<file path="src/rv_isa_pkg.sv">
// RV32I base encodings only; compressed, CSR and privileged fields are not described
package rv_isa_pkg;

    localparam int XLEN       = 32;
    localparam int REG_ADDR_W = 5;
    localparam int NUM_REGS   = 32;
    localparam int SHAMT_W    = 5;
    localparam int INST_BYTES = 4;

    localparam logic [XLEN-1:0] RESET_PC = 32'h8000_0000;

    // major opcodes
    localparam logic [6:0] OPC_OP     = 7'b0110011;
    localparam logic [6:0] OPC_OP_IMM = 7'b0010011;
    localparam logic [6:0] OPC_LUI    = 7'b0110111;
    localparam logic [6:0] OPC_AUIPC  = 7'b0010111;
    localparam logic [6:0] OPC_BRANCH = 7'b1100011;
    localparam logic [6:0] OPC_JAL    = 7'b1101111;
    localparam logic [6:0] OPC_JALR   = 7'b1100111;

    // recognized for format only, executed as no-ops
    localparam logic [6:0] OPC_LOAD   = 7'b0000011;
    localparam logic [6:0] OPC_STORE  = 7'b0100011;
    localparam logic [6:0] OPC_SYSTEM = 7'b1110011;

    // branch conditions
    localparam logic [2:0] F3_BEQ  = 3'b000;
    localparam logic [2:0] F3_BNE  = 3'b001;
    localparam logic [2:0] F3_BLT  = 3'b100;
    localparam logic [2:0] F3_BGE  = 3'b101;
    localparam logic [2:0] F3_BLTU = 3'b110;
    localparam logic [2:0] F3_BGEU = 3'b111;

    // integer op funct3, shared by OP and OP-IMM
    localparam logic [2:0] F3_ADD  = 3'b000;
    localparam logic [2:0] F3_SLL  = 3'b001;
    localparam logic [2:0] F3_SLT  = 3'b010;
    localparam logic [2:0] F3_SLTU = 3'b011;
    localparam logic [2:0] F3_XOR  = 3'b100;
    localparam logic [2:0] F3_SR   = 3'b101;  // SRL or SRA
    localparam logic [2:0] F3_OR   = 3'b110;
    localparam logic [2:0] F3_AND  = 3'b111;

    // selects SUB and SRA/SRAI
    localparam logic [6:0] F7_ALT = 7'b0100000;

endpackage

</file>
<file path="src/core_pkg.sv">
// internal types of the core; widths come from rv_isa_pkg
package core_pkg;

    typedef enum logic [3:0] {
        ALU_ADD,
        ALU_SUB,
        ALU_SLL,
        ALU_SLT,
        ALU_SLTU,
        ALU_XOR,
        ALU_SRL,
        ALU_SRA,
        ALU_OR,
        ALU_AND
    } alu_op_t;

    typedef enum logic [2:0] {
        FMT_R,
        FMT_I,
        FMT_S,
        FMT_B,
        FMT_U,
        FMT_J,
        FMT_N   // no operands
    } inst_fmt_t;

    typedef enum logic [1:0] {BR_NONE, BR_BRANCH, BR_JAL, BR_JALR} br_kind_t;

    typedef enum logic [1:0] {A_REG, A_PC, A_ZERO} a_sel_t;
    typedef enum logic {B_REG, B_IMM} b_sel_t;

    typedef struct packed {
        logic [rv_isa_pkg::XLEN-1:0]       pc;
        logic [rv_isa_pkg::XLEN-1:0]       rs1_data;
        logic [rv_isa_pkg::XLEN-1:0]       rs2_data;
        logic [rv_isa_pkg::XLEN-1:0]       imm;
        logic [rv_isa_pkg::REG_ADDR_W-1:0] rd;
        inst_fmt_t                         fmt;
        alu_op_t                           alu_op;
        br_kind_t                          br_kind;
        logic [2:0]                        funct3;
        a_sel_t                            a_sel;
        b_sel_t                            b_sel;
        logic                              we;   // writes rd, before the x0 test
    } uop_t;

endpackage

</file>
<file path="src/core_ifs.sv">
`timescale 1ns/100ps
// plain strobes, no ready; valid is high for exactly one cycle per instruction

// decoded instruction, decode to execute
interface uop_if;
    import core_pkg::*;

    logic valid;
    uop_t uop;

    modport src (
        output valid,
        output uop
    );

    modport sink (
        input valid,
        input uop
    );
endinterface

// execute result, read by writeback and by fetch for the next PC
interface result_if;
    import rv_isa_pkg::*;

    logic                  valid;
    logic                  wb_en;
    logic [REG_ADDR_W-1:0] rd;
    logic [XLEN-1:0]       wb_data;
    logic [XLEN-1:0]       next_pc;

    modport src (
        output valid,
        output wb_en,
        output rd,
        output wb_data,
        output next_pc
    );

    modport sink (
        input valid,
        input wb_en,
        input rd,
        input wb_data,
        input next_pc
    );
endinterface

</file>
<file path="src/alu.sv">
`timescale 1ns/100ps
// shifts use b[4:0] only
module alu (
    input  core_pkg::alu_op_t           op,
    input  logic [rv_isa_pkg::XLEN-1:0] a,
    input  logic [rv_isa_pkg::XLEN-1:0] b,
    output logic [rv_isa_pkg::XLEN-1:0] y
);
    import rv_isa_pkg::*;
    import core_pkg::*;

    logic [SHAMT_W-1:0] shamt;

    assign shamt = b[SHAMT_W-1:0];

    always_comb begin
        case (op)
            ALU_ADD:  y = a + b;
            ALU_SUB:  y = a - b;
            ALU_SLL:  y = a << shamt;
            ALU_SLT:  y = XLEN'($signed(a) < $signed(b));
            ALU_SLTU: y = XLEN'(a < b);
            ALU_XOR:  y = a ^ b;
            ALU_SRL:  y = a >> shamt;
            ALU_SRA:  y = $signed(a) >>> shamt;  // sign fill
            ALU_OR:   y = a | b;
            ALU_AND:  y = a & b;
            default:  y = '0;
        endcase
    end

endmodule

</file>
<file path="src/decode_unit.sv">
`timescale 1ns/100ps
// loads, stores and SYSTEM decode to no-ops that fall through to PC+4
module decode_unit (
    input  logic                              clk,
    input  logic                              reset,
    input  logic                              inst_valid,
    input  logic [rv_isa_pkg::XLEN-1:0]       inst,
    input  logic [rv_isa_pkg::XLEN-1:0]       pc,
    output logic [rv_isa_pkg::REG_ADDR_W-1:0] rs1_addr,
    output logic [rv_isa_pkg::REG_ADDR_W-1:0] rs2_addr,
    input  logic [rv_isa_pkg::XLEN-1:0]       rs1_data,
    input  logic [rv_isa_pkg::XLEN-1:0]       rs2_data,
    uop_if.src                                uop
);
    import rv_isa_pkg::*;
    import core_pkg::*;

    logic [6:0]      opcode;
    logic [2:0]      funct3;
    logic [6:0]      funct7;
    inst_fmt_t       fmt;
    logic [XLEN-1:0] imm;
    alu_op_t         alu_op;
    uop_t            dec;

    assign opcode   = inst[6:0];
    assign funct3   = inst[14:12];
    assign funct7   = inst[31:25];
    assign rs1_addr = inst[19:15];
    assign rs2_addr = inst[24:20];

    always_comb begin
        case (opcode)
            OPC_OP:                                      fmt = FMT_R;
            OPC_OP_IMM, OPC_JALR, OPC_LOAD, OPC_SYSTEM: fmt = FMT_I;
            OPC_STORE:                                   fmt = FMT_S;
            OPC_BRANCH:                                  fmt = FMT_B;
            OPC_LUI, OPC_AUIPC:                          fmt = FMT_U;
            OPC_JAL:                                     fmt = FMT_J;
            default:                                     fmt = FMT_N;
        endcase
    end

    // sign-extended immediate per format
    always_comb begin
        case (fmt)
            FMT_I:   imm = {{20{inst[31]}}, inst[31:20]};
            FMT_S:   imm = {{20{inst[31]}}, inst[31:25], inst[11:7]};
            FMT_B:   imm = {{20{inst[31]}}, inst[7], inst[30:25], inst[11:8], 1'b0};
            FMT_U:   imm = {inst[31:12], 12'b0};
            FMT_J:   imm = {{12{inst[31]}}, inst[19:12], inst[20], inst[30:21], 1'b0};
            default: imm = '0;
        endcase
    end

    always_comb begin
        alu_op = ALU_ADD;  // address and target sums
        if (opcode == OPC_OP || opcode == OPC_OP_IMM) begin
            case (funct3)
                F3_ADD:  alu_op = (fmt == FMT_R && funct7 == F7_ALT) ? ALU_SUB : ALU_ADD;
                F3_SLL:  alu_op = ALU_SLL;
                F3_SLT:  alu_op = ALU_SLT;
                F3_SLTU: alu_op = ALU_SLTU;
                F3_XOR:  alu_op = ALU_XOR;
                F3_SR:   alu_op = (funct7 == F7_ALT) ? ALU_SRA : ALU_SRL;  // imm[11:5] for SRAI
                F3_OR:   alu_op = ALU_OR;
                default: alu_op = ALU_AND;
            endcase
        end
    end

    always_comb begin
        dec          = '0;
        dec.pc       = pc;
        dec.rs1_data = rs1_data;
        dec.rs2_data = rs2_data;
        dec.imm      = imm;
        dec.rd       = inst[11:7];
        dec.fmt      = fmt;
        dec.alu_op   = alu_op;
        dec.funct3   = funct3;
        dec.a_sel    = A_REG;
        dec.b_sel    = B_IMM;
        dec.br_kind  = BR_NONE;
        dec.we       = 1'b0;
        case (opcode)
            OPC_OP: begin
                dec.b_sel = B_REG;
                dec.we    = 1'b1;
            end
            OPC_OP_IMM: dec.we = 1'b1;
            OPC_LUI: begin
                dec.a_sel = A_ZERO;
                dec.we    = 1'b1;
            end
            OPC_AUIPC: begin
                dec.a_sel = A_PC;
                dec.we    = 1'b1;
            end
            OPC_JAL: begin
                dec.a_sel   = A_PC;
                dec.br_kind = BR_JAL;
                dec.we      = 1'b1;
            end
            OPC_JALR: begin
                dec.br_kind = BR_JALR;
                dec.we      = 1'b1;
            end
            OPC_BRANCH: begin
                dec.a_sel   = A_PC;
                dec.br_kind = BR_BRANCH;
            end
            default: ;  // unsupported, no write
        endcase
    end

    always_ff @(posedge clk) begin
        if (reset)
            uop.valid <= 1'b0;
        else
            uop.valid <= inst_valid;
    end

    always_ff @(posedge clk) begin
        if (inst_valid)
            uop.uop <= dec;
    end

endmodule

</file>
<file path="src/execute_unit.sv">
`timescale 1ns/100ps
// combinational; result is valid in the same cycle as the micro-op
module execute_unit (
    uop_if.sink   uop,
    result_if.src res
);
    import rv_isa_pkg::*;
    import core_pkg::*;

    uop_t            u;
    logic [XLEN-1:0] a;
    logic [XLEN-1:0] b;
    logic [XLEN-1:0] alu_y;
    logic [XLEN-1:0] seq_pc;  // PC+4, also the link value
    logic            taken;

    assign u      = uop.uop;
    assign seq_pc = u.pc + XLEN'(INST_BYTES);

    always_comb begin
        case (u.a_sel)
            A_PC:    a = u.pc;
            A_ZERO:  a = '0;   // LUI
            default: a = u.rs1_data;
        endcase
        b = (u.b_sel == B_REG) ? u.rs2_data : u.imm;
    end

    alu u_alu (
        .op (u.alu_op),
        .a  (a),
        .b  (b),
        .y  (alu_y)
    );

    always_comb begin
        case (u.funct3)
            F3_BEQ:  taken = (u.rs1_data == u.rs2_data);
            F3_BNE:  taken = (u.rs1_data != u.rs2_data);
            F3_BLT:  taken = ($signed(u.rs1_data) < $signed(u.rs2_data));
            F3_BGE:  taken = ($signed(u.rs1_data) >= $signed(u.rs2_data));
            F3_BLTU: taken = (u.rs1_data < u.rs2_data);
            F3_BGEU: taken = (u.rs1_data >= u.rs2_data);
            default: taken = 1'b0;
        endcase
    end

    always_comb begin
        case (u.br_kind)
            BR_JAL:    res.next_pc = alu_y;
            BR_JALR:   res.next_pc = {alu_y[XLEN-1:1], 1'b0};
            BR_BRANCH: res.next_pc = taken ? alu_y : seq_pc;
            default:   res.next_pc = seq_pc;
        endcase
    end

    assign res.valid   = uop.valid;
    assign res.wb_en   = u.we;
    assign res.rd      = u.rd;
    assign res.wb_data = (u.br_kind == BR_JAL || u.br_kind == BR_JALR) ? seq_pc : alu_y;

endmodule

</file>
<file path="src/fetch_unit.sv">
`timescale 1ns/100ps
// one fetch outstanding; inst_valid may arrive in the request cycle or any cycle after it
module fetch_unit (
    input  logic                        clk,
    input  logic                        reset,
    result_if.sink                      res,
    input  logic                        inst_valid,
    output logic                        fetch_req,
    output logic [rv_isa_pkg::XLEN-1:0] pc
);
    import rv_isa_pkg::*;

    logic started;  // first request already issued
    logic req_q;
    logic pending;  // request out, instruction not yet seen

    always_ff @(posedge clk) begin
        if (reset) begin
            pc      <= RESET_PC;
            started <= 1'b0;
            req_q   <= 1'b0;
            pending <= 1'b0;
        end else begin
            started <= 1'b1;
            req_q   <= !started || res.valid;  // boot request, then one per retire
            if (res.valid)
                pc <= res.next_pc;
            if (inst_valid)
                pending <= 1'b0;
            else if (req_q)
                pending <= 1'b1;
        end
    end

    assign fetch_req = req_q;

    // the environment answers only a request it has seen
    a_inst_after_req: assert property (@(posedge clk) disable iff (reset)
        inst_valid |-> (fetch_req || pending))
        else $error("inst_valid without an outstanding fetch_req");

endmodule

</file>
<file path="src/gpr_file.sv">
`timescale 1ns/100ps
// no write-to-read bypass; a single instruction in flight never needs one
module gpr_file (
    input  logic                              clk,
    input  logic                              reset,
    input  logic [rv_isa_pkg::REG_ADDR_W-1:0] rs1_addr,
    input  logic [rv_isa_pkg::REG_ADDR_W-1:0] rs2_addr,
    output logic [rv_isa_pkg::XLEN-1:0]       rs1_data,
    output logic [rv_isa_pkg::XLEN-1:0]       rs2_data,
    input  logic                              we,
    input  logic [rv_isa_pkg::REG_ADDR_W-1:0] waddr,
    input  logic [rv_isa_pkg::XLEN-1:0]       wdata
);
    import rv_isa_pkg::*;

    logic [XLEN-1:0] regs [NUM_REGS];

    always_ff @(posedge clk) begin
        if (reset) begin
            for (int i = 0; i < NUM_REGS; i++)
                regs[i] <= '0;
        end else if (we) begin
            regs[waddr] <= wdata;
        end
    end

    // x0 reads zero
    assign rs1_data = (rs1_addr == '0) ? '0 : regs[rs1_addr];
    assign rs2_data = (rs2_addr == '0) ? '0 : regs[rs2_addr];

    // writeback filters rd == 0 before it gets here
    a_no_x0_write: assert property (@(posedge clk) disable iff (reset)
        we |-> (waddr != '0))
        else $error("register file write to x0");

endmodule

</file>
<file path="src/result_unit.sv">
`timescale 1ns/100ps
// writes the register file at the edge after execute; retire report lags by that edge
module result_unit (
    input  logic                              clk,
    input  logic                              reset,
    result_if.sink                            res,
    output logic                              gpr_we,
    output logic [rv_isa_pkg::REG_ADDR_W-1:0] gpr_waddr,
    output logic [rv_isa_pkg::XLEN-1:0]       gpr_wdata,
    output logic                              retire_valid,
    output logic                              retire_we,
    output logic [rv_isa_pkg::REG_ADDR_W-1:0] retire_rd,
    output logic [rv_isa_pkg::XLEN-1:0]       retire_data
);

    // x0 is never written
    assign gpr_we    = res.valid && res.wb_en && (res.rd != '0);
    assign gpr_waddr = res.rd;
    assign gpr_wdata = res.wb_data;

    always_ff @(posedge clk) begin
        if (reset) begin
            retire_valid <= 1'b0;
            retire_we    <= 1'b0;
        end else begin
            retire_valid <= res.valid;
            retire_we    <= gpr_we;
        end
    end

    always_ff @(posedge clk) begin
        if (res.valid) begin
            retire_rd   <= res.rd;
            retire_data <= res.wb_data;
        end
    end

    // one instruction in flight, so a result never lasts two cycles
    a_valid_one_cycle: assert property (@(posedge clk) disable iff (reset)
        res.valid |=> !res.valid)
        else $error("result valid for two cycles in a row");

endmodule

</file>
<file path="src/rv_core.sv">
`timescale 1ns/100ps
// RV32I integer subset, one instruction in flight; loads, stores and SYSTEM retire as no-ops
module rv_core (
    input  logic                              clk,
    input  logic                              reset,
    output logic                              fetch_req,
    output logic [rv_isa_pkg::XLEN-1:0]       fetch_pc,
    input  logic                              inst_valid,
    input  logic [rv_isa_pkg::XLEN-1:0]       inst,
    output logic                              retire_valid,
    output logic                              retire_we,
    output logic [rv_isa_pkg::REG_ADDR_W-1:0] retire_rd,
    output logic [rv_isa_pkg::XLEN-1:0]       retire_data
);
    import rv_isa_pkg::*;

    logic [REG_ADDR_W-1:0] rs1_addr;
    logic [REG_ADDR_W-1:0] rs2_addr;
    logic [XLEN-1:0]       rs1_data;
    logic [XLEN-1:0]       rs2_data;
    logic                  gpr_we;
    logic [REG_ADDR_W-1:0] gpr_waddr;
    logic [XLEN-1:0]       gpr_wdata;

    uop_if    uop_bus ();
    result_if res_bus ();

    fetch_unit u_fetch (
        .clk        (clk),
        .reset      (reset),
        .res        (res_bus.sink),
        .inst_valid (inst_valid),
        .fetch_req  (fetch_req),
        .pc         (fetch_pc)
    );

    decode_unit u_decode (
        .clk        (clk),
        .reset      (reset),
        .inst_valid (inst_valid),
        .inst       (inst),
        .pc         (fetch_pc),
        .rs1_addr   (rs1_addr),
        .rs2_addr   (rs2_addr),
        .rs1_data   (rs1_data),
        .rs2_data   (rs2_data),
        .uop        (uop_bus.src)
    );

    gpr_file u_gpr (
        .clk      (clk),
        .reset    (reset),
        .rs1_addr (rs1_addr),
        .rs2_addr (rs2_addr),
        .rs1_data (rs1_data),
        .rs2_data (rs2_data),
        .we       (gpr_we),
        .waddr    (gpr_waddr),
        .wdata    (gpr_wdata)
    );

    execute_unit u_execute (
        .uop (uop_bus.sink),
        .res (res_bus.src)
    );

    result_unit u_result (
        .clk          (clk),
        .reset        (reset),
        .res          (res_bus.sink),
        .gpr_we       (gpr_we),
        .gpr_waddr    (gpr_waddr),
        .gpr_wdata    (gpr_wdata),
        .retire_valid (retire_valid),
        .retire_we    (retire_we),
        .retire_rd    (retire_rd),
        .retire_data  (retire_data)
    );

endmodule

</file>
<file path="config.mk">
export PLATFORM = sky130hd
export DESIGN_NAME = rv_core
export DESIGN_NICKNAME = d
export VERILOG_FILES = /design/src/rv_isa_pkg.sv /design/src/core_pkg.sv /design/src/core_ifs.sv /design/src/alu.sv /design/src/decode_unit.sv /design/src/execute_unit.sv /design/src/fetch_unit.sv /design/src/gpr_file.sv /design/src/result_unit.sv /design/src/rv_core.sv
export SDC_FILE = /design/constraint.sdc
export NUM_CORES = 2
export LEC_CHECK = 0
export BUFFER_PORTS_ARGS = -buffer_cell sky130_fd_sc_hd__clkbuf_2
export CAP_MARGIN = 10
export CORE_MARGIN = 2
export CORE_UTILIZATION = 64
export DETAILED_ROUTE_END_ITERATION = 8
export GPL_ROUTABILITY_DRIVEN = 0
export PLACE_DENSITY_LB_ADDON = 0.2
export SKIP_CTS_REPAIR_TIMING = 1
export SLEW_MARGIN = 40
export SYNTH_ARGS = -nofsm -noshare
export SYNTH_HDL_FRONTEND = slang
export SYNTH_SLANG_ARGS = --single-unit
</file>
<file path="constraint.sdc">
create_clock -name clk -period 6.2 [get_ports clk]
set_input_delay 0.93 -clock clk [delete_from_list [all_inputs] [get_ports clk]]
set_output_delay 0.93 -clock clk [all_outputs]
set_load 0.02 [all_outputs]
</file>
---- Yosys cells after proc, flatten, opt, wreduce, memory -nomap -nowiden ----
Memory sizes are Yosys's and may differ from the RTL's. A register that Yosys moved wholly into a read port is not among the register bits.
Index checks and enable logic that the tools add are counted.
cells by class
  add/sub/neg operators ................... 3
  order comparisons ....................... 6
  eq/ne operators ......................... 43
  shift-type cells ........................ 3
  muxes and demuxes ....................... 25
  bitwise operators ....................... 3
  reductions and logical operators ........ 19
operators with widths
  kind                                            count
  one-hot mux 32 bit (10 select lines)            1
  one-hot mux 32 bit (5 select lines)             1
  less-than comparator 32 bit                     4
  2-to-1 mux 32 bit                               4
  one-hot mux 32 bit (3 select lines)             1
  greater-or-equal comparator 32 bit              2
  one-hot mux 32 bit (2 select lines)             1
  adder 32 x 3 -> 32 bit (second input constant)  1
  adder 32 bit                                    1
  bitwise AND 32 bit                              1
  == test 32 bit                                  1
  inequality test 32 bit                          1
  OR 32 bit                                       1
  OR reduction 32 bit                             1
  left shift 32 x 5 -> 32 bit                     1
  >> shifter 32 x 5 -> 32 bit                     1
  >>> shifter 32 x 5 -> 32 bit                    1
  subtractor 32 bit                               1
  XOR 32 bit                                      1
  == test 7 x 6 -> 1 bit (second input constant)  4
  == test 7 bit (second input constant)           4
  one-hot mux 4 bit (7 select lines)              1
  == test 3 bit (second input constant)           9
  one-hot mux 3 bit (6 select lines)              1
  other kinds (26)                                57
word-level totals
  register bits ........................... 156
  bits in writable memories ............... 1024
  bits of input ports ..................... 35
  output and inout bits ................... 72
  logic and storage cells ................. 120
  memories kept ........................... 1
memories
  memory      words  width  rd ports  clocked after Yosys merged registers in  wr ports  line            RTL
  u_gpr.regs  32     32     2         2                                        32        gpr_file.sv:16  logic [XLEN-1:0] regs [NUM_REGS];

---- Logic depth before layout (Yosys ltp) ----
  depth after elaboration ................. 7
  depth in mapped cells ................... 20

---- Modules after synthesis ----
From an unflattened synthesis, not the netlist that was laid out.
unflattened totals
  cell total of the unflattened synthesis .. 5766
  area, all modules ....................... 74004.7 µm²
by module, submodules not included
  module        instances  cells an instance  area each (µm²)  seq. area each (µm²)
  gpr_file      1          3555               54438.5          30749.5
  alu           1          1231               8221.6           0.0
  decode_unit   1          289                5499.0           4494.3
  execute_unit  1          499                3150.5           0.0
  result_unit   1          83                 1472.7           1151.1
  fetch_unit    1          109                1222.4           680.7

---- Least setup slack after synthesis ----
No wires, ideal clock.
  path kind ............................... register -> register
  start ................................... register, netlist name u_decode.uop.uop[2]
  end ..................................... memory u_gpr.regs[12][30] (data pin)
  data arrival time ....................... 4856 ps
  data required time ...................... 5934 ps
  setup slack ............................. 1078 ps
  cell stages (with the launch flop) ...... 19
  buffers on the path ..................... 4
  period minus slack after synthesis ...... 5122 ps
  path through ............................ edfxtp_1 > ha_1 > buf_2 > clkinv_1 > clkbuf_1 > buf_1 > mux2i_1 > inv_1 > ha_1 > nor4_1 > o211a_1 > a31oi_1 > o21ai_0 > a2bb2oi_1 > a311oi_1 > mux2i_1 > o41ai_2 > clkbuf_1 > nor2_1
RTL lines
  what              line
  end: declaration  gpr_file.sv:16

==> results.yml <==
run_status:
  status: "finished, violations left"
  failed_checks: "design-rule violations"
worst_hold_path:
  hold-path-cell-count: 1
  hold_class: "reg -> reg"
  whs_endpoint: "u_fetch.fetch_req"
  hold_startpoint: "u_fetch.started"
timing:
  rsz0062_at_grt: "no"
  clock.fmax_ghz: 0.166
  slew_headroom_pct: 32.0
  worst_clock_skew_ps: 45.4
  setup-violations-final: 0
  timing_worst_slew_pin_value_ps: 1020
  hold_ws_ps: 405
  finalMaxSlewViolations: 0
  hold_viol: 0
  setup_tns_ps: 0
  final.min_clock_period_ps: 6030
  period_share_pct: 97.3
clock_network:
  worst_setup_hold_path_clk_slew_ps: 70
  ctsRootBufferMaster: "clkbuf_16"
  tritoncts: "built"
  htree_levels: 4
  cts_made_buffers: 131
  clk-insertion-delay-late_ps: 800
  clkSinkCount: 1244
  cts_buffer_depth: 3
synthesis:
  dominantRegCellSynth: "edfxtp_1"
  postSynthCellCount: 5683
  syn-mean-instance-area_sq_um: 12.8
  synthDominantAreaCellType: "edfxtp_1"
  ys_top_cells_by_area: "edfxtp_1, mux4_2, nor2_1, ha_1, clkbuf_1"
  yosys_register_bits: 1244
  syn_warnings: 0
  syn-cell-area_sq_um: 72800
  synth_sequential_area_ratio_pct: 50.8
  yosysUniqueCellTypes: 101
  synth_top_area_share_pct: 49.8
  synth-edff-count: 1207
  ys_async_sr_fraction_pct: 0
global_routing:
  met1_usage_pct: 54.8
  first_global_vias: 55100
  globalRouteMet2Util_pct: 65.6
  use_met3_pct: 17.9
  grt_remaining_overflow: 0
  grt_antenna_before_repair: 12
  pin_count_of_the_biggest_net_entering_global_routing: 106
  grt_use_total_pct: 45.5
  grt.busiest_layer: "met2"
  grt_first_pass_wirelength_um: 377000
critical_path:
  arrival_time_reported_for_the_critical_path_endpoint_ps: 6510
  timing.reg2reg.worst_path_depth: 16
  critPathCaptureType: "flop"
  kind_of_critical_path: "reg -> reg"
  cp_max_fo: 32
  reg2reg_to: "u_gpr.regs[23][26]"
  setup.worst_path.start_class: "flop"
  critical_path_required_ps: 6680
  critical_path.reg2reg.startpoint: "u_decode.uop.uop[2]"
  worst-r2r-setup-slack_ps: 170
cells_and_area:
  nNetsFinal: 5779
  areaGrowthSynthToFinish_pct: 9.39
  final_layout_size_suffix_gt1_share_pct: 24.1
  fin_area_sq_um: 79700
pwr:
  post-layout-total-power_mw: 22.4
  highest_ir_drop_seen_on_vdd_mv: 0.273
  powerDensity_nw_per_um2: 282
  power.leakage_nw: 29.0
detailed_routing:
  drt_first_pass_iters: 9
  detail_route.iter0.violations: 10600
  vias_post_dr: 56300
  remaining_drc_errors: 249
  drt.antenna.violating_nets: 0
  post_drt_wl_per_cell_um: 36.6
  routed_wl_um: 264000
  average_via_count_per_standard_cell: 7.81
placed_design:
  buffer_ports.inserted: 106
  dpl_cell_area_sq_um: 75300
  dp_hpwl_um: 164000
floorplanning:
  floorplan.die_area_sq_um: 116000
  core_sq_um: 113000
  die_w_um: 341
  std_cell_rows: 123
  die-height_um: 341
  initial_core_util_pct: 64.6
  floorplan.io_pins: 107
job:
  max-cap-violations: 0
[cells in the mapped netlist (all sizes together) (24+ instances only)]
cell type	number
mux2	30
inv	158
o21ai	142
clkbuf	361
nand4	28
and3	27
o311ai	25
nor2b	29
nor3	100
nand2	316
xor2	25
nand3	81
xnor2	25
nor4	26
or3	27
a22oi	26
o22ai	32
mux4	686
a21o	35
edfxtp	1207
o221ai	26
nor2	1212
mux2i	132
a31oi	24
a211oi	39
and2	47
buf	189
ha	138
dfxtp	37
a21oi	124
o211ai	36
[state kept, by name, summed over array words and instances, names as in the netlist]
register	cells
u_decode.uop.uop	146
u_decode.uop.valid	1
u_fetch.started	1
u_result.retire_valid	1
u_fetch.pc	32
u_gpr.regs	1024
u_result.retire_rd	5
u_result.retire_data	32
u_result.retire_we	1
u_fetch.fetch_req	1
[worst max-delay path, cell delays in order (launching register included)]
cell	delay [ps]
edfxtp_1	370
ha_1	310
clkinv_1	350
mux2i_1	540
inv_1	190
ha_1	590
a21oi_1	150
or3b_2	510
a31oi_1	480
o21ai_1	220
buf_4	210
nor4bb_1	140
o31a_1	350
nor4_1	440
mux2_2	240
buf_4	420
nor2_1	150
[area by class of cell]
class / instances / area (sq um)
Antenna cell: 4 / 10.0
Clock buffer: 164 / 3520
Clock inverter: 71 / 704
Fill cell: 7428 / 33000
Inverter: 163 / 616
Multi-Input combinational cell: 3757 / 33500
Sequential cell: 1244 / 37000
Tap cell: 1500 / 1880
Timing Repair Buffer: 307 / 2410
[how the worst max path moves through the flow]
stage,startpoint,to,slack (ps)
after floorplan,u_decode.uop.uop[2],u_gpr.regs[12][30],1080
after global placement,u_decode.uop.uop[3],u_gpr.regs[26][23],510
after detailed placement,u_decode.uop.uop[3],u_gpr.regs[30][23],420
after CTS,u_decode.uop.uop[3],u_gpr.regs[18][23],370
after global routing,u_decode.uop.uop[2],u_gpr.regs[23][26],4
final,u_decode.uop.uop[2],u_gpr.regs[23][26],170
[through the flow]
| step | utilization (%) | setup slack [ps] | instances |
|---|---|---|---|
| global placement | 66.7 | 511 | 6966 |
| global route | 70.7 | 3.58 | 7206 |
| CTS | 70.6 | 375 | 7205 |
| floorplan | - | 1080 | 5714 |
| detailed placement | 66.9 | 425 | 6970 |
| finish | 70.7 | 166 | 7210 |
[routing by layer]
| layer | share of wire (%) | vias to the layer above |
|---|---|---|
| li1 | - | 21600 |
| met1 | 30 | 27300 |
| met2 | 43 | 5807 |
| met3 | 16 | 1592 |
| met4 | 10 | 14 |
| met5 | 0.036 | - |
[cell usage in the layout, fill, tap and decap left out, types with 26 or more instances in the layout]
cell	instances
clkbuf_16	134
nand2_2	41
mux2i_1	125
ha_1	138
clkbuf_2	96
dfxtp_1	36
mux2_2	26
a211oi_1	37
clkinv_1	29
nor3_1	98
and3_1	27
nor2b_1	29
buf_4	179
a21o_1	35
o22ai_1	32
nand3_1	81
nor2_1	1180
edfxtp_1	1207
a21oi_1	123
a22oi_1	26
o21ai_0	125
nor2_2	32
nand2_1	254
or3_1	26
mux4_2	686
conb_1	32
and2_1	47
nand4_1	28
o211ai_1	36
inv_1	147
[report_power, final]
| part | leakage (nW) | internal, mW | switching, mW |
|---|---|---|---|
| combinational | 14.3 | 1.58 | 3.09 |
| sequential | 12.7 | 9.61 | 0.293 |
| clock | 2.06 | 4.39 | 3.47 |
[cell families after synthesis]
family / after synthesis / synth area share (%)
other cells: 1 / 0.00515
simple gates: 1961 / 11.5
flops: 1244 / 50.8
fa+ha+maj: 140 / 2.43
mux: 848 / 23.5
buf+inv: 713 / 4.07
xor+xnor: 50 / 0.601
compound gates: 726 / 7.09
(Power assumes the default switching activity.)
